===== src/hw/mapperPkg.sv =====
`default_nettype none

package mapperPkg;

	localparam int PIXEL_W = 10;
	localparam int COORD_W = 11;
	localparam int RGB_W = 24;
	localparam int COLOR_IDX_W = 4;

	typedef enum logic [1:0] {
		up = 2'd0,
		right = 2'd1,
		down = 2'd2,
		left = 2'd3
	} dirT;

	typedef enum logic [1:0] {
		rest1 = 2'd0,
		move1 = 2'd1,
		rest2 = 2'd2,
		move2 = 2'd3
	} stepT;

	// Sprite sheet and on-screen character window
	localparam int SHEET_W = 228;
	localparam int SPRITE_W = 19;
	localparam int SPRITE_H = 29;
	localparam int SHEET_DEPTH = SHEET_W * SPRITE_H;
	localparam int SPRITE_ADDR_W = $clog2(SHEET_DEPTH);
	localparam int CHAR_X0 = 311;
	localparam int CHAR_Y0 = 340;

	// Map cells are 4x4 screen pixels
	localparam int MAP_SHIFT = 2;

	// Entry 0 is never shown since index 0 is transparent
	localparam logic [0:15][RGB_W-1:0] SPRITE_PALETTE = {
		24'h0080ff, 24'h050507, 24'h565656, 24'h384040,
		24'hf7af20, 24'hd8a078, 24'hb66f20, 24'hf8d0b8,
		24'hb8b0d0, 24'h968fae, 24'he7e7f7, 24'hc03838,
		24'hed6747, 24'h0b6ed1, 24'h5e3233, 24'h2e3340
	};

	// Indexed by dirT and stepT
	localparam logic [0:3][7:0] DIR_COLUMN = {8'd114, 8'd171, 8'd0, 8'd57};
	localparam logic [0:3][7:0] STEP_COLUMN = {8'd19, 8'd0, 8'd19, 8'd38};

	localparam int AXI_ADDR_W = 20;
	localparam int AXI_DATA_W = 32;

	localparam logic [AXI_ADDR_W-1:0] CONTROL_ADDR = 20'h00000;
	localparam logic [AXI_ADDR_W-1:0] POSITION_ADDR = 20'h00004;
	localparam logic [AXI_ADDR_W-1:0] ANIM_ADDR = 20'h00008;
	localparam logic [AXI_ADDR_W-1:0] SPRITE_BASE = 20'h40000;
	localparam logic [AXI_ADDR_W-1:0] MAP_BASE = 20'h80000;

	localparam logic [1:0] RESP_OKAY = 2'b00;
	localparam logic [1:0] RESP_SLVERR = 2'b10;

endpackage

`default_nettype wire


===== src/hw/mapperRegs.sv =====
`timescale 1ns/1ps
`default_nettype none

module mapperRegs
	import mapperPkg::*;
#(
	parameter int MAP_W = 320,
	parameter int MAP_H = 240
) (
	input  logic Clk,
	input  logic rstN,
	input  logic awvalid,
	input  logic [AXI_ADDR_W-1:0] awaddr,
	output logic awready,
	input  logic wvalid,
	input  logic [AXI_DATA_W-1:0] wdata,
	output logic wready,
	output logic bvalid,
	output logic [1:0] bresp,
	input  logic bready,
	input  logic arvalid,
	input  logic [AXI_ADDR_W-1:0] araddr,
	output logic arready,
	output logic rvalid,
	output logic [AXI_DATA_W-1:0] rdata,
	output logic [1:0] rresp,
	input  logic rready,
	output logic moving,
	output dirT direction,
	input  logic [COORD_W-1:0] originX,
	input  logic [COORD_W-1:0] originY,
	input  dirT facing,
	input  stepT step,
	output logic spriteWe,
	output logic [SPRITE_ADDR_W-1:0] spriteAddr,
	output logic [COLOR_IDX_W-1:0] spriteData,
	output logic mapWe,
	output logic [$clog2(MAP_W*MAP_H)-1:0] mapAddr,
	output logic [RGB_W-1:0] mapData
);

	localparam int MAP_DEPTH = MAP_W * MAP_H;
	localparam int MAP_ADDR_W = $clog2(MAP_DEPTH);

	logic wrAccept;
	logic rdAccept;
	logic ctrlHit;
	logic spriteHit;
	logic mapHit;
	logic rdOk;
	logic [AXI_DATA_W-1:0] rdValue;

	// Address and data channels are taken in the same cycle
	assign awready = wrAccept;
	assign wready = wrAccept;
	assign arready = rdAccept;

	assign ctrlHit = (awaddr == CONTROL_ADDR);
	assign spriteHit = (awaddr >= SPRITE_BASE) && (awaddr < SPRITE_BASE + 4 * SHEET_DEPTH);
	assign mapHit = (awaddr >= MAP_BASE) && (awaddr < MAP_BASE + 4 * MAP_DEPTH);

	// Memory strobes fire on the handshake edge itself
	assign spriteWe = wrAccept && spriteHit;
	assign spriteAddr = SPRITE_ADDR_W'((awaddr - SPRITE_BASE) >> 2);
	assign spriteData = wdata[COLOR_IDX_W-1:0];
	assign mapWe = wrAccept && mapHit;
	assign mapAddr = MAP_ADDR_W'((awaddr - MAP_BASE) >> 2);
	assign mapData = wdata[RGB_W-1:0];

	always_comb begin
		rdOk = 1'b1;
		rdValue = '0;
		case (araddr)
			CONTROL_ADDR: rdValue = AXI_DATA_W'({direction, moving});
			POSITION_ADDR: begin
				rdValue[COORD_W-1:0] = originX;
				rdValue[16 +: COORD_W] = originY;
			end
			ANIM_ADDR: rdValue = AXI_DATA_W'({step, facing});
			default: rdOk = 1'b0;
		endcase
	end

	always_ff @(posedge Clk or negedge rstN) begin
		if (!rstN) begin
			wrAccept <= 1'b0;
			rdAccept <= 1'b0;
			bvalid <= 1'b0;
			rvalid <= 1'b0;
			moving <= 1'b0;
			direction <= up;
		end else begin
			wrAccept <= awvalid && wvalid && !bvalid && !wrAccept;
			rdAccept <= arvalid && !rvalid && !rdAccept;
			if (wrAccept) begin
				bvalid <= 1'b1;
				if (ctrlHit) begin
					moving <= wdata[0];
					direction <= dirT'(wdata[2:1]);
				end
			end else if (bready) begin
				bvalid <= 1'b0;
			end
			if (rdAccept) begin
				rvalid <= 1'b1;
			end else if (rready) begin
				rvalid <= 1'b0;
			end
		end
	end

	always_ff @(posedge Clk) begin
		if (wrAccept) begin
			bresp <= (ctrlHit || spriteHit || mapHit) ? RESP_OKAY : RESP_SLVERR;
		end
		if (rdAccept) begin
			rdata <= rdValue;
			rresp <= rdOk ? RESP_OKAY : RESP_SLVERR;
		end
	end

endmodule

`default_nettype wire


===== config.mk =====
export PLATFORM = sky130hd
export DESIGN_NAME = mapperRegs
export DESIGN_NICKNAME = d
export VERILOG_FILES = /design/src/hw/mapperPkg.sv /design/src/hw/mapperRegs.sv
export SDC_FILE = /design/constraint.sdc
export NUM_CORES = 1
export LEC_CHECK = 0
export ABC_AREA = 0
export BUFFER_PORTS_ARGS = -buffer_cell sky130_fd_sc_hd__buf_2
export CAP_MARGIN = 15
export CORE_MARGIN = 2
export CORE_UTILIZATION = 32
export CTS_BUF_LIST = sky130_fd_sc_hd__clkbuf_16
export DETAILED_ROUTE_END_ITERATION = 16
export PLACE_DENSITY = 0.89
export SYNTH_ARGS = -nofsm -noshare
export SYNTH_HDL_FRONTEND = slang
export SYNTH_SLANG_ARGS = --single-unit
export TNS_END_PERCENT = 50

===== constraint.sdc =====
create_clock -name Clk -period 1.19 [get_ports Clk]
set_clock_uncertainty 0.05 [all_clocks]
set_input_delay 0.0595 -clock Clk [delete_from_list [all_inputs] [get_ports Clk]]
set_output_delay 0.0595 -clock Clk [all_outputs]
set_load 0.05 [all_outputs]

==> summary.md <==
| Metric | Value |
|---|---|
| Initial antenna violation count | `0` |
| Avg Cell Area, Syn | `10.7 µm²` |
| Worst Reg-to-Reg Cells | `3` |
| Total gr overflow | `0` |
| CTS Buf Count | `5` |
| Clk_lat worst skew | `0.27 ns` |
| First-pass GRT wire length | `7520 µm` |
| Width of the die | `81.9 µm` |
| GRT Util Overall | `15.0%` |
| Initial DRC Count | `13` |
| Hold Crit Start | `wdata[1]` |
| Type of origin of the critical path | `input pin` |
| Final-report max-slew violation count | `0` |
| Antenna diodes | `0` |
| Detail-routed via count per cell | `4.41` |
| Die Y-Extent | `81.9 µm` |
| Sequential area share after synthesis | `46.1%` |
| Final nets | `412` |
| Worst EP required | `1.29 ns` |
| Internal power | `0.00258 W` |
| Period utilization | `111%` |
| Crit path kind | `input pin to flip-flop` |
| Final Setup Violations | `5` |
| Lkg Pwr | `1.41 nW` |
| Max VDD drop | `0.987 mV` |
| Total die area | `6710 µm²` |
| R2R setup slack | `-0.11 ns` |
| CTS clock-pin slew for the worst setup and hold paths | `0.05 ns` |
| Number of global-route vias before repair | `1590` |
| Final Critical Period | `1.32 ns` |
| CP Max Fanout | `3` |
| Post-Route WL | `5460 µm` |
| Synthesis-stage register bit count | `31` |
| CTS sink cnt | `31` |
| Layout area overhead | `44.7%` |
| Clock power share | `35.3%` |
| NetSw | `0.00132 W` |
| Post-DP HPWL | `4550 µm` |
| Via count | `1690` |
| Max Root-Sink Buffers | `2` |
| CP Launch Point | `awaddr[5]` |
| Synth unique cells | `30` |
| Share of power burned in registers | `33.9%` |
| F_max | `760 MHz` |
| Share of cells above drive strength 1 | `64.6%` |
| Status | `complete, but fails checks` |
| Power per cell area | `1390 nW/µm²` |
| Total power | `0.00390 W` |
| Root Buffer | `clkbuf_16` |
| Net Sw Frac | `33.9%` |
| WP data arrival | `1.42 ns` |
| Wire per inst | `14.3 µm` |
| Core area | `5890 µm²` |
| CTS tree | `yes` |
| RSZ-0062 raised after global routing | `yes` |
| RR Endpoint | `direction[0]` |
| H-tree depth | `2` |
| Effective utilization at floorplan | `33.0%` |
| Failing checks | `negative setup slack` |
| Hold depth | `2` |
| Fin. Hold Viols | `0` |
| Comb pwr share | `30.8%` |
| Mapped Cells | `181` |
| Drt drc | `0` |
| Antenna-violating nets left | `0` |
| Max Cap Viol | `0` |
| R2r startpoint | `awready` |
| IO Port Bufs | `145` |
| Mapped Area | `1940 µm²` |
| Final setup margin | `-0.125 ns` |
| Synth warnings | `0` |
| HP Class | `input pin to flip-flop` |
| Pre-CTS setup slack | `-0.449 ns` |
| GPL Wtd Cong | `0.802` |
| Placement Rows | `28` |
| Hold EP | `direction[0]` |
| DRT Pass-1 Iters | `4` |
| Largest net degree at the start of global routing | `22` |
| CP endpoint kind | `flip-flop` |
| Ports | `209` |
## worst max-delay path, stage by stage
cell and delay [ns]:
buf_2 0.10, or4_4 0.53, or3_4 0.42, mux2_4 0.30
## area by class of cell
cell class	count	area [µm²]
clock buffer	5	125
clock inverter	3	38.8
fill	549	3080
inverter	3	11.3
multi-input combinational	85	579
sequential	31	898
tap	75	93.8
timing repair buffer	181	1060
## worst max path at each step
stage / end / slack [ns] / depth (start not counted)
4_1_cts: direction[0] / -0.12 / 3
2_1_floorplan: direction[0] / -0.28 / 3
6_report: direction[0] / -0.13 / 4
5_1_grt: moving / -0.14 / 3
3_5_place_dp: direction[0] / -0.45 / 5
3_3_place_gp: direction[1] / -0.42 / 5
## state kept, by name, summed over array words and instances, names as in the netlist
register and cells:
bvalid 1, moving 1, rvalid 1, rresp 1
direction 2, rdata 22, awready 1, bresp 1
arready 1
## cell usage after synthesis
cell      count  area, µm²
buf_4        71        533
edfxtp_1     24        721
and2_1       19        119
dfrtp_1       7        175
nor2_1        7       26.3
nor3_1        7       35.0
nor4_1        7       43.8
a21oi_1       4       20.0
nand2_1       4       15.0
inv_1         3       11.3
mux2_4        3       45.0
mux2i_1       3       30.0
nand3_1       3       15.0
a21o_1        2       15.0
o211ai_1      2       15.0
a211o_1       1       8.76
a21boi_0      1       7.51
and4_1        1       8.76
clkbuf_1      1       3.75
clkbuf_2      1       5.00
conb_1        1       3.75
nand4_1       1       6.26
nor2b_1       1       6.26
nor3b_1       1       7.51
nor3b_4       1       18.8
nor4_2        1       12.5
o21ai_0       1       5.00
o22ai_1       1       6.26
or3_4         1       11.3
or4_4         1       11.3
## per-stage QoR
step	hold slack [ns]	utilization (%)	TNS, ns	cells	cell area (µm²)
floorplan	-0.286	-	-2.83	192	1990
global placement	-0.123	42.8	-4.03	369	2520
detailed placement	-0.127	42.8	-4.42	369	2520
CTS	0.00191	47.3	-0.470	382	2780
global route	0.00999	47.7	-0.584	383	2810
finish	0.00691	47.7	-0.463	383	2810
## cell families after synthesis
| family | after synthesis | share of synthesized area [%] |
|---|---|---|
| DFF | 31 | 46.1 |
| and+or+nand+nor | 55 | 17.3 |
| other | 1 | 0.193 |
| AOI/OAI and AO/OA | 12 | 3.99 |
| muxes | 6 | 3.87 |
| buffers and inverters | 76 | 28.5 |
## power groups by stage
stage	logic, W	registers [W]	clock network, W
3_5_place_dp	0.00117	0.00134	0
6_report	0.00120	0.00132	0.00138
3_3_place_gp	0.00116	0.00134	0
5_1_grt	0.00126	0.00133	0.00146
2_1_floorplan	0.000713	0.00170	0
4_1_cts	0.00120	0.00132	0.00141
## repair_timing
item | in CTS | in global routing
endpoints found under the hold margin | 11 | 0
endpoints found under the setup margin | 5 | 23
gates resized for setup | 11 | 5
pin swaps | 5 | 6
hold buffers | 5 | 0
setup buffers | 0 | 1
## cell usage in the layout (no fill, tap or decap), drive strengths merged, types with 2 or more instances in the layout
cell | synthesis | routed
nor3b | 2 | 2
a21oi | 4 | 4
a21o | 2 | 2
clkbuf | 2 | 5
mux2 | 3 | 3
buf | 71 | 176
clkinv | 0 | 2
nand3 | 3 | 3
dfrtp | 7 | 7
and2 | 19 | 19
mux2i | 3 | 3
o211ai | 2 | 2
nand2 | 4 | 4
nor3 | 7 | 7
inv | 3 | 3
edfxtp | 24 | 24
conb | 1 | 12
dlygate4sd3 | 0 | 5
nor2 | 7 | 7
nor4 | 8 | 8
## routing by layer
layer / part of all wire [%] / wire [µm] / global-route usage [%]
met1: 32 / 1720 / 13.4
met2: 56 / 3030 / 30.2
met3: 11 / 608 / 4.29
met4: 1.7 / 92 / 7.33
met5: 0 / 0 / 0
(Power assumes the default switching activity.)
