===== src/hw/mapperPkg.sv =====
`default_nettype none

package mapperPkg;

	localparam int PIXEL_W = 10;
	localparam int COORD_W = 11;
	localparam int RGB_W = 24;
	localparam int COLOR_IDX_W = 4;

	typedef enum logic [1:0] {
		up = 2'd0,
		right = 2'd1,
		down = 2'd2,
		left = 2'd3
	} dirT;

	typedef enum logic [1:0] {
		rest1 = 2'd0,
		move1 = 2'd1,
		rest2 = 2'd2,
		move2 = 2'd3
	} stepT;

	// Sprite sheet and on-screen character window
	localparam int SHEET_W = 228;
	localparam int SPRITE_W = 19;
	localparam int SPRITE_H = 29;
	localparam int SHEET_DEPTH = SHEET_W * SPRITE_H;
	localparam int SPRITE_ADDR_W = $clog2(SHEET_DEPTH);
	localparam int CHAR_X0 = 311;
	localparam int CHAR_Y0 = 340;

	// Map cells are 4x4 screen pixels
	localparam int MAP_SHIFT = 2;

	// Entry 0 is never shown since index 0 is transparent
	localparam logic [0:15][RGB_W-1:0] SPRITE_PALETTE = {
		24'h0080ff, 24'h050507, 24'h565656, 24'h384040,
		24'hf7af20, 24'hd8a078, 24'hb66f20, 24'hf8d0b8,
		24'hb8b0d0, 24'h968fae, 24'he7e7f7, 24'hc03838,
		24'hed6747, 24'h0b6ed1, 24'h5e3233, 24'h2e3340
	};

	// Indexed by dirT and stepT
	localparam logic [0:3][7:0] DIR_COLUMN = {8'd114, 8'd171, 8'd0, 8'd57};
	localparam logic [0:3][7:0] STEP_COLUMN = {8'd19, 8'd0, 8'd19, 8'd38};

	localparam int AXI_ADDR_W = 20;
	localparam int AXI_DATA_W = 32;

	localparam logic [AXI_ADDR_W-1:0] CONTROL_ADDR = 20'h00000;
	localparam logic [AXI_ADDR_W-1:0] POSITION_ADDR = 20'h00004;
	localparam logic [AXI_ADDR_W-1:0] ANIM_ADDR = 20'h00008;
	localparam logic [AXI_ADDR_W-1:0] SPRITE_BASE = 20'h40000;
	localparam logic [AXI_ADDR_W-1:0] MAP_BASE = 20'h80000;

	localparam logic [1:0] RESP_OKAY = 2'b00;
	localparam logic [1:0] RESP_SLVERR = 2'b10;

endpackage

`default_nettype wire


===== src/hw/pixelColorizer.sv =====
`timescale 1ns/1ps
`default_nettype none

module pixelColorizer
	import mapperPkg::*;
(
	input  logic Clk,
	input  logic rstN,
	input  logic [COLOR_IDX_W-1:0] spriteIndex,
	input  logic [RGB_W-1:0] mapColor,
	input  logic charHere,
	input  logic inBounds,
	input  logic videoOnQ,
	output logic [7:0] red,
	output logic [7:0] green,
	output logic [7:0] blue
);

	logic [RGB_W-1:0] colorNext;

	always_comb begin
		if (!videoOnQ || !inBounds) begin
			colorNext = '0;
		end else if (charHere && spriteIndex != '0) begin
			// Sprite wins over the map where it is opaque
			colorNext = SPRITE_PALETTE[spriteIndex];
		end else begin
			colorNext = mapColor;
		end
	end

	always_ff @(posedge Clk or negedge rstN) begin
		if (!rstN) begin
			red <= '0;
			green <= '0;
			blue <= '0;
		end else begin
			{red, green, blue} <= colorNext;
		end
	end

endmodule

`default_nettype wire


===== config.mk =====
export PLATFORM = sky130hd
export DESIGN_NAME = pixelColorizer
export DESIGN_NICKNAME = d
export VERILOG_FILES = /design/src/hw/mapperPkg.sv /design/src/hw/pixelColorizer.sv
export SDC_FILE = /design/constraint.sdc
export NUM_CORES = 1
export LEC_CHECK = 0
export BUFFER_PORTS_ARGS = -buffer_cell sky130_fd_sc_hd__clkbuf_2
export CELL_PAD_IN_SITES_DETAIL_PLACEMENT = 1
export CELL_PAD_IN_SITES_GLOBAL_PLACEMENT = 2
export CORE_ASPECT_RATIO = 1.25
export CORE_MARGIN = 1
export CORE_UTILIZATION = 25
export CTS_CLUSTER_SIZE = 24
export DETAILED_ROUTE_END_ITERATION = 8
export HOLD_SLACK_MARGIN = 0.05
export PLACE_DENSITY_LB_ADDON = 0.15
export SETUP_SLACK_MARGIN = 0.1
export SYNTH_ARGS = -nofsm -noshare
export SYNTH_HDL_FRONTEND = slang
export SYNTH_SLANG_ARGS = --single-unit

===== constraint.sdc =====
create_clock -name Clk -period 0.8 [get_ports Clk]
set_input_delay 0 -clock Clk [delete_from_list [all_inputs] [get_ports Clk]]
set_output_delay 0 -clock Clk [all_outputs]
set_load 0.02 [all_outputs]

==> impl_results.html <==
<table>
<tr><th>Metric</th><th>Value</th></tr>
<tr><th colspan="2">Power</th></tr>
<tr><td>Ratio of total power to cell area</td><td>~1200 mW/mm2</td></tr>
<tr><td>Internal power summed over all cells</td><td>about 2.7 mW</td></tr>
<tr><td>Clock share of power</td><td>27.6%</td></tr>
<tr><td>Total leakage power</td><td>1.47 nW</td></tr>
<tr><td>VDD IR max</td><td>733 uV</td></tr>
<tr><td>Logic pwr share</td><td>38.7%</td></tr>
<tr><td>Total power consumption of the routed design</td><td>3.88 mW</td></tr>
<tr><td>Portion of total power attributed to sequential cells</td><td>33.7%</td></tr>
<tr><td>Switching portion of total power</td><td>29.8%</td></tr>
<tr><td>Net Sw Power</td><td>1.16 mW</td></tr>
<tr><th colspan="2">Synth</th></tr>
<tr><td>Cells after Synth</td><td>roughly 190</td></tr>
<tr><td>Post-Synth Adder-Cell Area</td><td>under 10%</td></tr>
<tr><td>Sequential cell area fraction in the yosys report</td><td>a little under two fifths</td></tr>
<tr><td>Dominant combinational cell family by area after synthesis</td><td>compound AO/OA/AOI/OAI gates</td></tr>
<tr><td>Synth Area in XOR/XNOR</td><td>0%</td></tr>
<tr><td>Synth Net Count</td><td>228</td></tr>
<tr><td>Yosys warning count</td><td>0</td></tr>
<tr><td>Count of distinct cell types in the synthesized netlist</td><td>43</td></tr>
<tr><td>Complex-gate fraction of the synthesized area</td><td>between 20 and 30%</td></tr>
<tr><td>Portion of netlist area occupied by mux cells</td><td>2.79%</td></tr>
<tr><td>Predominant post-synthesis flop cell</td><td>dfrtp_1</td></tr>
<tr><td>Post-synthesis share of cell area spent on and, or, nand and nor gates</td><td>roughly 15%</td></tr>
<tr><td>Syn Area/Cell</td><td>8.74 um2</td></tr>
<tr><td>Area of the mapped netlist</td><td>between 0.0015 and 0.002 mm2</td></tr>
<tr><td>Synthesis-stage register bit count</td><td>24</td></tr>
<tr><td>Post-synthesis async set-or-reset flop share</td><td>100%</td></tr>
<tr><td>Number of flops mapped to enable cells by yosys</td><td>0</td></tr>
<tr><th colspan="2">Floorplan</th></tr>
<tr><td>Chip width</td><td>approximately 74 um</td></tr>
<tr><td>Starting density of the core</td><td>26.0%</td></tr>
<tr><td>Core Area</td><td>0.00621 mm2</td></tr>
<tr><td>Die H</td><td>slightly above 90 um</td></tr>
<tr><td>Number of top-level pins</td><td>57</td></tr>
<tr><td>Die Footprint</td><td>0.00679 mm2</td></tr>
<tr><td>Number of placement rows</td><td>32</td></tr>
<tr><th colspan="2">Layout</th></tr>
<tr><td>Share of post-route cells with drive strength above 1</td><td>56.6%</td></tr>
<tr><td>Fillcell total</td><td>705</td></tr>
<tr><td>Area used by sequential logic in the layout</td><td>601 um2</td></tr>
<tr><td>Antenna cells</td><td>0</td></tr>
<tr><td>Area delta synth-&gt;final</td><td>100%</td></tr>
<tr><td>Net count reported at finish</td><td>348</td></tr>
<tr><td>Area used by multi-input combinational logic</td><td>0.00118 mm2</td></tr>
<tr><th colspan="2">CTS</th></tr>
<tr><td>Hold-fix buffer count after cts</td><td>22</td></tr>
<tr><td>Number of H-tree levels</td><td>1</td></tr>
<tr><td>Sink Count</td><td>24</td></tr>
<tr><td>CTS tree</td><td>built</td></tr>
<tr><td>Clock buffer depth</td><td>2</td></tr>
<tr><td>Clock input transition at the sequential cells of the worst setup and hold paths</td><td>0.09 ns</td></tr>
<tr><td>Number of buffers created by CTS</td><td>3</td></tr>
<tr><td>CTS Root Cell</td><td>clkbuf_8</td></tr>
<tr><th colspan="2">Timing</th></tr>
<tr><td>Max-Slew Margin vs Limit</td><td>76.4%</td></tr>
<tr><td>Hold violation total from the final report</td><td>0</td></tr>
<tr><td>Worst Max-Slew Pin Slew</td><td>0.350 ns</td></tr>
<tr><td>Worst path setup slack after routing</td><td>-0.123 ns</td></tr>
<tr><td>Pins over their slew limit</td><td>0</td></tr>
<tr><td>RSZ-0062 raised after global routing</td><td>true</td></tr>
<tr><td>Final worst hold slack</td><td>0.00105 ns</td></tr>
<tr><td>Share of the cycle needed by the critical path after routing</td><td>115%</td></tr>
<tr><td>Final critical delay including setup and external delays</td><td>0.923 ns</td></tr>
<tr><td>Fmax</td><td>1.08 GHz</td></tr>
<tr><td>Final number of setup-violating endpoints</td><td>15</td></tr>
<tr><th colspan="2">GRT</th></tr>
<tr><td>Overall overflow remaining after global route</td><td>0</td></tr>
<tr><td>First-pass GRT wire length</td><td>around 10000 um</td></tr>
<tr><td>Largest net degree at the start of global routing</td><td>25</td></tr>
<tr><td>Number of antenna violations at the first check in global routing</td><td>0</td></tr>
<tr><td>Total Routing Usage GR</td><td>between 10% and 20%</td></tr>
<tr><td>Number of global-route vias before repair</td><td>around 2000</td></tr>
<tr><th colspan="2">Critical path</th></tr>
<tr><td>Crit path kind</td><td>primary input to flip-flop</td></tr>
<tr><td>Worst setup EP type</td><td>flip-flop</td></tr>
<tr><td>Worst Path Arrival</td><td>1.08 ns</td></tr>
<tr><td>Maximum fanout along the worst path</td><td>4</td></tr>
<tr><td>Cell-by-cell listing of the critical path</td><td>clkbuf_16 &gt; inv_6 &gt; ha_4 &gt; and2b_1 &gt; a21oi_2 &gt; o211ai_2 &gt; o221a_1</td></tr>
<tr><td>Critical path startpoint category</td><td>primary input</td></tr>
<tr><td>Count of cell instances traversed by the critical path</td><td>7</td></tr>
<tr><td>Required time at the endpoint of the critical path</td><td>0.95 ns</td></tr>
<tr><td>Critical path buffer and inverter count</td><td>2</td></tr>
<tr><td>Family of cells with the greatest summed delay on the critical path</td><td>compound AO/OA/AOI/OAI gates</td></tr>
<tr><td>Critical path's slowest cell</td><td>ha_4</td></tr>
<tr><td>Biggest cell delay along the critical path</td><td>0.27 ns</td></tr>
<tr><th colspan="2">Detailed routing</th></tr>
<tr><td>First-pass iteration count of the detailed router</td><td>4</td></tr>
<tr><td>Post-Route WL</td><td>6390 um</td></tr>
<tr><td>Routed length per instance</td><td>around 16 um</td></tr>
<tr><td>Vias per inst</td><td>4.64</td></tr>
<tr><td>Initial drt markers</td><td>31</td></tr>
<tr><td>DRC errors left</td><td>0</td></tr>
<tr><td>DRT antenna net count</td><td>0</td></tr>
<tr><td>Total via count in the routed design</td><td>1806</td></tr>
<tr><th colspan="2">Run</th></tr>
<tr><td>Total of max-cap violations</td><td>0</td></tr>
<tr><th colspan="2">Hold path</th></tr>
<tr><td>Path class of the lowest-slack min-delay path</td><td>primary input to flip-flop</td></tr>
<tr><td>WHS Endpoint</td><td>red[5]$_DFF_PN0_</td></tr>
<tr><td>HP Start</td><td>mapColor[21]</td></tr>
<tr><td>Hold Path Cell Cnt</td><td>2</td></tr>
<tr><th colspan="2">Placed design</th></tr>
<tr><td>Post-detail-place hpwl</td><td>4460 um</td></tr>
<tr><td>Count of buffers inserted at the top-level ports</td><td>56</td></tr>
<tr><td>Global placer's final weighted congestion</td><td>around 0.83</td></tr>
<tr><th colspan="2">Outcome</th></tr>
<tr><td>Failing checks</td><td>negative setup slack</td></tr>
<tr><td>Status</td><td>finished with violations</td></tr>
</table>
## cell usage after synthesis (2+ instances only)
library cell	n	area, um2
a21oi_1	25	125
dfrtp_1	24	601
o21ai_1	18	90.1
nand2_1	15	56.3
nor2_1	12	45.0
nand3_1	11	55.1
ha_1	10	125
buf_2	7	35.0
o21ai_0	6	30.0
inv_1	5	18.8
buf_6	4	45.0
a31oi_1	3	18.8
buf_4	3	22.5
mux2i_1	3	30.0
o211a_1	3	30.0
a22oi_1	2	15.0
and2b_1	2	15.0
clkbuf_1	2	7.51
nand2b_1	2	12.5
nor2b_1	2	12.5
nor3_1	2	10.0
nor3b_1	2	15.0
o31ai_1	2	15.0
## layout by cell type (no fill, tap or decap), drive strengths merged, types with 2 or more instances in the layout
cell type,synthesis,routed
a211oi,2,2
a21oi,26,26
a22oi,2,2
a31oi,3,3
and2b,2,2
buf,14,73
clkbuf,2,39
dfrtp,24,24
dlygate4sd3,0,22
ha,10,10
inv,6,6
mux2i,3,3
nand2,15,15
nand2b,2,2
nand3,11,11
nor2,13,13
nor2b,2,2
nor3,2,2
nor3b,2,2
o211a,3,3
o211ai,2,2
o21ai,25,25
o31ai,2,2
## how the worst max path moves through the flow
stage / from / endpoint
after floorplan: spriteIndex[1] / green[4]$_DFF_PN0_
after global placement: spriteIndex[0] / red[3]$_DFF_PN0_
after detailed placement: spriteIndex[1] / green[4]$_DFF_PN0_
after CTS: spriteIndex[1] / green[4]$_DFF_PN0_
after global routing: spriteIndex[1] / blue[1]$_DFF_PN0_
final: spriteIndex[1] / green[4]$_DFF_PN0_
## metrics by stage
step           setup TNS, ns  setup WS (ns)  cells  util, %  area [um2]
2_1_floorplan          -5.09         -0.316    185        -        1730
3_3_place_gp           -9.20         -0.439    355     37.9        2350
3_5_place_dp           -9.60         -0.467    355     37.9        2350
4_1_cts               -0.608        -0.0941    389     48.8        3030
5_1_grt                -1.92         -0.163    389     52.2        3240
6_report              -0.545         -0.123    389     52.2        3240
## layout make-up
class                           count  share of cell area [%]
Sequential cell                    24                    18.5
Tap cell                           85                    3.28
Clock inverter                      1                   0.927
Timing Repair Buffer              131                    38.5
Clock buffer                        3                    1.27
Multi-Input combinational cell    139                    36.4
Inverter                            6                    1.08
## metal layers
layer	up-vias	global-route usage, %	wire, um
met1	870	24.1	2700
met4	0	5.77	87
li1	895	-	-
met3	4	1.43	114
met2	37	34.5	3490
met5	-	0	0
## registers in the layout, summed over array words and instances, names as in the netlist
name and count:
green 8, red 8, blue 8
## power by group through the flow
| stage | clock (mW) | sequential, mW | combinational (mW) |
|---|---|---|---|
| final | 1.07 | 1.31 | 1.50 |
| after detailed placement | 0 | 1.32 | 1.06 |
| after CTS | 1.12 | 1.29 | 1.38 |
| after global routing | 1.13 | 1.31 | 1.61 |
| after floorplan | 0 | 1.40 | 0.501 |
| after global placement | 0 | 1.32 | 1.05 |
## logic make-up (layout without fill, tap and decap cells)
logic type / after synthesis / in the layout
and+or+nand+nor: 51 / 51
buffers and inverters: 22 / 141
muxes: 4 / 4
DFF: 24 / 24
adders and majority gates: 10 / 10
AOI/OAI and AO/OA: 74 / 74
## what timing repair did
item                       4_1_cts  5_1_grt
buffers inserted                 6        0
hold endpoints to repair        47        2
gates resized for setup         62       80
gates cloned                     2        0
pin swaps                       15        8
setup endpoints to repair       48       48
Note: power is estimated with default switching activity, not from simulation.
