[src/hw/mapperPkg.sv]
`default_nettype none

package mapperPkg;

	localparam int PIXEL_W = 10;
	localparam int COORD_W = 11;
	localparam int RGB_W = 24;
	localparam int COLOR_IDX_W = 4;

	typedef enum logic [1:0] {
		up = 2'd0,
		right = 2'd1,
		down = 2'd2,
		left = 2'd3
	} dirT;

	typedef enum logic [1:0] {
		rest1 = 2'd0,
		move1 = 2'd1,
		rest2 = 2'd2,
		move2 = 2'd3
	} stepT;

	// Sprite sheet and on-screen character window
	localparam int SHEET_W = 228;
	localparam int SPRITE_W = 19;
	localparam int SPRITE_H = 29;
	localparam int SHEET_DEPTH = SHEET_W * SPRITE_H;
	localparam int SPRITE_ADDR_W = $clog2(SHEET_DEPTH);
	localparam int CHAR_X0 = 311;
	localparam int CHAR_Y0 = 340;

	// Map cells are 4x4 screen pixels
	localparam int MAP_SHIFT = 2;

	// Entry 0 is never shown since index 0 is transparent
	localparam logic [0:15][RGB_W-1:0] SPRITE_PALETTE = {
		24'h0080ff, 24'h050507, 24'h565656, 24'h384040,
		24'hf7af20, 24'hd8a078, 24'hb66f20, 24'hf8d0b8,
		24'hb8b0d0, 24'h968fae, 24'he7e7f7, 24'hc03838,
		24'hed6747, 24'h0b6ed1, 24'h5e3233, 24'h2e3340
	};

	// Indexed by dirT and stepT
	localparam logic [0:3][7:0] DIR_COLUMN = {8'd114, 8'd171, 8'd0, 8'd57};
	localparam logic [0:3][7:0] STEP_COLUMN = {8'd19, 8'd0, 8'd19, 8'd38};

	localparam int AXI_ADDR_W = 20;
	localparam int AXI_DATA_W = 32;

	localparam logic [AXI_ADDR_W-1:0] CONTROL_ADDR = 20'h00000;
	localparam logic [AXI_ADDR_W-1:0] POSITION_ADDR = 20'h00004;
	localparam logic [AXI_ADDR_W-1:0] ANIM_ADDR = 20'h00008;
	localparam logic [AXI_ADDR_W-1:0] SPRITE_BASE = 20'h40000;
	localparam logic [AXI_ADDR_W-1:0] MAP_BASE = 20'h80000;

	localparam logic [1:0] RESP_OKAY = 2'b00;
	localparam logic [1:0] RESP_SLVERR = 2'b10;

endpackage

`default_nettype wire

[src/hw/walkController.sv]
`timescale 1ns/1ps
`default_nettype none

module walkController
	import mapperPkg::*;
#(
	parameter int ORIGIN_X0 = 100,
	parameter int ORIGIN_Y0 = 100,
	parameter int STEP_HOLD = 8
) (
	input  logic Clk,
	input  logic rstN,
	input  logic frameStart,
	input  logic moving,
	input  dirT direction,
	output logic [COORD_W-1:0] originX,
	output logic [COORD_W-1:0] originY,
	output dirT facing,
	output stepT step
);

	localparam int HOLD_W = (STEP_HOLD > 1) ? $clog2(STEP_HOLD) : 1;

	logic [HOLD_W-1:0] holdCount;
	stepT stepNext;

	always_comb begin
		case (step)
			rest1: stepNext = move1;
			move1: stepNext = rest2;
			rest2: stepNext = move2;
			default: stepNext = rest1;
		endcase
	end

	always_ff @(posedge Clk or negedge rstN) begin
		if (!rstN) begin
			originX <= COORD_W'(ORIGIN_X0);
			originY <= COORD_W'(ORIGIN_Y0);
			facing <= up;
			step <= rest1;
			holdCount <= '0;
		end else if (frameStart) begin
			if (!moving) begin
				step <= rest1;
			end else if (direction != facing) begin
				// Turning costs one frame and does not scroll
				facing <= direction;
				step <= rest1;
			end else begin
				case (facing)
					up: originY <= originY - 1'b1;
					down: originY <= originY + 1'b1;
					right: originX <= originX + 1'b1;
					default: originX <= originX - 1'b1;
				endcase
				if (holdCount == '0) begin
					step <= stepNext;
				end
				if (holdCount == HOLD_W'(STEP_HOLD - 1)) begin
					holdCount <= '0;
				end else begin
					holdCount <= holdCount + 1'b1;
				end
			end
		end
	end

endmodule

`default_nettype wire

[config.mk]
export PLATFORM = sky130hd
export DESIGN_NAME = walkController
export DESIGN_NICKNAME = d
export VERILOG_FILES = /design/src/hw/mapperPkg.sv /design/src/hw/walkController.sv
export SDC_FILE = /design/constraint.sdc
export NUM_CORES = 1
export LEC_CHECK = 0
export BUFFER_PORTS_ARGS = -buffer_cell sky130_fd_sc_hd__clkbuf_2
export CORE_ASPECT_RATIO = 1.5
export CORE_MARGIN = 3
export CORE_UTILIZATION = 55
export DETAILED_ROUTE_END_ITERATION = 8
export GPL_ROUTABILITY_DRIVEN = 0
export PLACE_DENSITY = 0.81
export SLEW_MARGIN = 20
export SYNTH_ARGS = -nofsm -noshare
export SYNTH_HDL_FRONTEND = slang
export SYNTH_SLANG_ARGS = --single-unit
[constraint.sdc]
create_clock -name Clk -period 3.2 [get_ports Clk]
set_clock_uncertainty 0.05 [all_clocks]
set_input_delay 0.64 -clock Clk [delete_from_list [all_inputs] [get_ports Clk]]
set_output_delay 0.64 -clock Clk [all_outputs]
set_load 0.1 [all_outputs]
==> summary.md, run 1 <==
| Metric | Value |
|---|---|
| CTS Root Cell | `clkbuf_8` |
| R2r setup slk | `570 ps` |
| CTS H-tree depth | `2` |
| M2 GR Usage | `39.9%` |
| R2R depth | `9` |
| Fmax achieved | `approximately 380 MHz` |
| Initial antenna violation count | `0` |
| Chip Height | `around 79 µm` |
| HPWL Detailed | `2910 µm` |
| Synth cell count leaders | `nand2_1, dfrtp_1, ha_1` |
| Finish-stage setup viols | `0` |
| Crit Path Max Fanout | `10` |
| Initial Util | `between 50% and 60%` |
| Final Max Slew Viols | `0` |
| Critical path arrival | `2790 ps` |
| CTS max path bufs | `2` |
| Place WS | `between 600 and 700 ps` |
| Clock Pin Slew Worst Setup and Hold Paths | `70 ps` |
| Share of cells above drive strength 1 | `22.0%` |
| WS Path Type | `reg -> reg` |
| Hold/Removal Path Class | `in -> async` |
| Diode count | `0` |
| Slew headroom | `51.8%` |
| Final hold viol count | `0` |
| Worst Tran Pin Value | `723 ps` |
| Top-area cell type share of the netlist area | `29.4%` |
| TritonCTS buffer count | `5` |
| Critical Path RT | `~3400 ps` |
| Most frequent cell after synthesis | `nand2_1` |
| Vias per inst | `5.51` |
| Post-synth ARST share | `100%` |
| Seq/Total Area, Yosys | `37.4%` |
| DRC Markers | `0` |
| Syn Inst Count | `208` |
| Final wirelength | `3960 µm` |
| Max-capacitance violation count | `0` |
| CTS tree | `yes` |
| GRT busiest layer | `met2` |
| Syn_nets | `~240` |
| Area leader, netlist | `dfrtp_1` |
| Yosys reg bits | `29` |
| M3 GR Usage | `3.94%` |
| Status | `finished clean` |
| Met1 GRT Util | `23.5%` |
| Minimum clock period | `2630 ps` |
| Post-Syn Area per Cell | `9.41 µm²` |
| RSZ-0062 raised after global routing | `false` |
| Final Cycle Share | `just over 80%` |
| Post-synth EDFFs | `0` |
| Skew-Pair Late Insertion Delay | `290 ps` |
| All-Layer GR Usage | `22.3%` |
| Drt pass-1 iters | `4` |
| Floorplan row count | `25` |
| Vias in the first global route | `1,701` |
| IO Count | `32` |
| Top cells by area, synth | `dfrtp_1, ha_1, dfstp_2, a21oi_1, nand2_1` |
| Cell Area, Synth | `1960 µm²` |
| Final design area excluding fillers | `between 2000 and 2500 µm²` |
| Detail Route Antenna Nets | `0` |
| Type of origin of the critical path | `flop` |
| Cell variety after synth | `34` |
| CTS Sinks | `29` |
| WL per Instance | `~14 µm` |
| Setup TNS | `0 ps` |
| Placed cell areas | `approximately 2200 µm²` |
| Detailed-route via count | `1,569` |
| Buffers on Ports | `31` |
| Die W | `54.7 µm` |
| Worst Setup End Kind | `flop` |
| Cts hold-fix bufs | `0` |
| Post_cts resized | `0` |
| Yosys Warn Count | `0` |
| Top FF cell, synth | `dfrtp_1` |
| Worst reg2reg startpoint | `facing[1]` |
| Fin Hold WS | `343 ps` |
| RR Endpoint | `originY[10]` |
| Largest net degree at the start of global routing | `30` |
| GRT Residual Overflow | `0` |
| Post-layout nets | `275` |
| Starting DRT DRC Count | `29` |
| First-pass GRT wire length | `7070 µm` |
| Area growth syn-to-layout | `15.5%` |
| Core area | `3280 µm²` |
| Die area | `4330 µm²` |
| Final worst slack | `between 500 and 600 ps` |
| Post-CTS setup repair buffer count | `0` |
==> kinds of logic (layout without fill, tap and decap cells) <==
logic type	Yosys count	count (layout)	share of synthesized area [%]
simple gates	62	62	15.7
fa+ha+maj	25	25	16.7
buf+inv	11	48	2.11
compound gates	58	58	17.1
mux	5	5	2.88
flops	29	29	37.4
xor+xnor	18	18	8.05
==> layout make-up <==
cell class	count	area [µm²]
clock inverters	1	5.00
repair buffers	32	163
flip-flops and latches	29	733
clock buffers	7	96.3
well taps	40	50.0
fillers	297	1020
inverters	8	30.0
multi-input cells	168	1180
==> state kept, by name, summed over array words and instances (netlist names) <==
name / cells
facing: 2
originY: 11
step: 2
holdCount: 3
originX: 11
==> metal layers <==
metal | vias up | part of all wire (%)
li1 | 803 | -
met1 | 729 | 40
met2 | 29 | 54
met3 | 8 | 3.6
met4 | 0 | 2.2
met5 | - | 0
==> worst max path at each step <==
stage                       end  cells past startpoint  startpoint  slack, ps
floorplan           originX[10]                      8   facing[0]         30
global placement     originX[8]                      8   facing[1]        680
detailed placement  originX[10]                      8   facing[1]        630
CTS                 originY[10]                      9   facing[1]        550
global route        originY[10]                      9   facing[1]        330
finish              originY[10]                      9   facing[1]        570
==> cell usage in the layout, fill, tap and decap left out, types with 2 or more instances in the layout <==
master     n
nor2_1     9
clkbuf_2  31
nor2b_1    5
o21ai_0   21
fa_1       2
and3_1     5
a21boi_0   3
nand3_1    3
a21oi_1   22
dfrtp_1   23
ha_1      23
nand4b_1   4
a21o_1     3
mux2_2     5
and2_1     2
nand2_1   28
o31ai_1    3
xor2_1    11
xnor2_1    7
inv_1      8
clkbuf_8   7
dfstp_2    6
==> critical path, cell delays in order (launching register included) <==
cell	delay (ps)
dfrtp_1	410
nor2b_1	250
inv_1	240
fa_1	460
a21oi_1	190
nand4b_1	150
a21oi_1	100
or3_1	360
a21oi_1	180
xor2_1	150
==> stage by stage <==
step / instances / util [%]
detailed placement: 277 / 65.8
floorplan: 208 / -
finish: 285 / 68.8
global placement: 277 / 65.8
CTS: 285 / 68.8
global route: 285 / 68.8
Power of run 1 is left out: the tool's default activity adds up to more than one toggle a clock period on the data nets, which glitch-free logic cannot reach.
==> inputs of run 2 (changes only) <==
Clock period 3.2 ns to 2.5 ns, I/O delays scaled along.
==> summary.md, run 2 (synthesis results as in run 1) <==
| Metric | Value |
|---|---|
| Status | `finished clean (unchanged)` |
| Detailed-route via count | `1,636 (was 1,569)` |
| Starting DRT DRC Count | `46 (was 29)` |
| Initial Util | `59.6% (unchanged)` |
| Setup TNS | `0 ps (unchanged)` |
| Most frequent cells in the layout | `clkbuf_2, nand2_1, ha_1 (was clkbuf_2, nand2_1, ha_1, dfrtp_1, a21oi_1)` |
| RR Endpoint | `originX[10] (was originY[10])` |
| Worst Tran Pin Value | `715 ps (was 723 ps)` |
| Drt pass-1 iters | `4 (unchanged)` |
| Worst setup path end | `originX[10] (was originY[10])` |
| Critical Path RT | `2650 ps (was 3360 ps)` |
| Chip Height | `79.1 µm (unchanged)` |
| Die area | `4330 µm² (unchanged)` |
| WL per Instance | `15.0 µm (was 13.9 µm)` |
| GRT Residual Overflow | `0 (unchanged)` |
| Detail Route Antenna Nets | `0 (unchanged)` |
| Finish-stage setup viols | `0 (unchanged)` |
| CTS max path bufs | `2 (unchanged)` |
| CP cell instances | `nand2b_4, fa_2, a21oi_2, nor2_1, o311a_1, or3b_1, a21oi_2, xor2_1 (was nor2b_1, inv_1, fa_1, a21oi_1, nand4b_1, a21oi_1, or3_1, a21oi_1, xor2_1)` |
| Type of origin of the critical path | `flop (unchanged)` |
| CTS Sinks | `29 (unchanged)` |
| Core area | `3280 µm² (unchanged)` |
| Floorplan row count | `25 (unchanged)` |
| Area growth syn-to-layout | `21.7% (was 15.5%)` |
| Final wirelength | `4350 µm (was 3960 µm)` |
| Largest registers | `originX: 11 flops, originY: 11 flops, holdCount: 3 flops (unchanged)` |
| Final Cycle Share | `98.3% (was 82.1%)` |
| CP Depth | `8 (was 9)` |
| First-pass GRT wire length | `7480 µm (was 7070 µm)` |
| Top Family by Delay on Critical Path | `simple AND/OR/NAND/NOR gates (unchanged)` |
| Die W | `54.7 µm (unchanged)` |
| Share of cells above drive strength 1 | `31.2% (was 22.0%)` |
| Crit Path Max Fanout | `6 (was 10)` |
| IO Count | `32 (unchanged)` |
| Clock Pin Slew Worst Setup and Hold Paths | `70 ps (about the same)` |
| Diode count | `0 (unchanged)` |
| Slowest-stage cell, CP | `dfrtp_4 (was fa_1)` |
| CTS H-tree depth | `2 (unchanged)` |
| Final Max Slew Viols | `0 (unchanged)` |
| Final hold viol count | `0 (unchanged)` |
| Crit path from | `facing[1] (unchanged)` |
| Worst reg2reg startpoint | `facing[1] (unchanged)` |
| Slew headroom | `52.3% (was 51.8%)` |
| R2R depth | `8 (was 9)` |
| Skew-Pair Late Insertion Delay | `280 ps (was 290 ps)` |
| CP dominant cell by count | `a21oi_2 (was a21oi_1)` |
| Hold/Removal Path Class | `in -> async (unchanged)` |
| Critical path arrival | `2610 ps (was 2790 ps)` |
| Fmax achieved | `407 MHz (was 380 MHz)` |
| Fin Hold WS | `210 ps (was 343 ps)` |
| Max-capacitance violation count | `0 (unchanged)` |
| HPWL Detailed | `3120 µm (was 2910 µm)` |
| Initial antenna violation count | `0 (unchanged)` |
| R2r setup slk | `40 ps (was 570 ps)` |
| CTS tree | `yes (unchanged)` |
| CP Buf/Inv Count | `0 (was 1)` |
| RSZ-0062 raised after global routing | `true (was false)` |
| Cts hold-fix bufs | `0 (unchanged)` |
| DRC Markers | `0 (unchanged)` |
| Largest net degree at the start of global routing | `30 (unchanged)` |
| CTS Root Cell | `clkbuf_8 (unchanged)` |
| Commonest non-fill, non-tap cell in the layout | `clkbuf_2 (unchanged)` |
| WS Path Type | `reg -> reg (unchanged)` |
| TritonCTS buffer count | `5 (unchanged)` |
| All-Layer GR Usage | `23.3% (was 22.3%)` |
| Worst Setup End Kind | `flop (unchanged)` |
| Buffers on Ports | `31 (unchanged)` |
| Vias in the first global route | `1,721 (was 1,701)` |
| Vias per inst | `5.64 (was 5.51)` |
| Minimum clock period | `2460 ps (was 2630 ps)` |
| CP peak stage delay | `510 ps (was 460 ps)` |
| Post-layout nets | `280 (was 275)` |
## run 2: changes by cell type in the layout (fill, tap and decap cells not counted), moves of 4 or more
cell,delta
a21oi_1,-5
dfrtp_1,-9
dfrtp_2,+7
a21oi_2,+5
buf_4,+4
## run 2: worst register-to-register path, stage by stage, from the launching register on
cell and delay [ps]:
dfrtp_4 510, nand2b_4 190, fa_2 370, a21oi_2 170, nor2_1 80, o311a_1 310
or3b_1 370, a21oi_2 150, xor2_1 180
## run 2: how the worst min path moves through the flow
stage / to / slack, ps
after floorplan: holdCount[0] / 150
after global placement: originY[5] / 420
after detailed placement: originX[5] / 430
after CTS: originX[8] / 230
after global routing: originX[8] / 250
final: originX[8] / 210
## run 2: timing repair
action,in CTS,in global routing
resized for setup,1,5
gates cloned,0,1
setup buffers,2,1
endpoints found under the setup margin,2,5
pin swaps,0,3
## run 2: metrics by stage
stage | area (µm²) | setup slack, ps | instances | utilization (%)
2_1_floorplan | 2010 | -2.68 | 208 | -
3_3_place_gp | 2220 | 136 | 278 | 67.6
3_5_place_dp | 2220 | 13.8 | 278 | 67.6
4_1_cts | 2360 | 13.4 | 288 | 71.7
5_1_grt | 2380 | -24.1 | 290 | 72.5
6_report | 2380 | 42.5 | 290 | 72.5
## run 2: area by class of cell
type	instances	area [µm²]
Clock buffer	7	86.3
Clock inverter	1	30.0
Fill cell	257	902
Inverter	8	30.0
Multi-Input combinational cell	169	1240
Sequential cell	29	749
Tap cell	40	50.0
Timing Repair Buffer	36	193
## run 2: routing by layer
metal | up-vias | part of all wire [%] | track usage, %
li1 | 816 | - | -
met1 | 776 | 40 | 26.2
met2 | 37 | 54 | 39.9
met3 | 7 | 4.5 | 5.82
met4 | 0 | 1.7 | 9.48
met5 | - | 0 | 0
Power of run 2 is left out for the same reason.
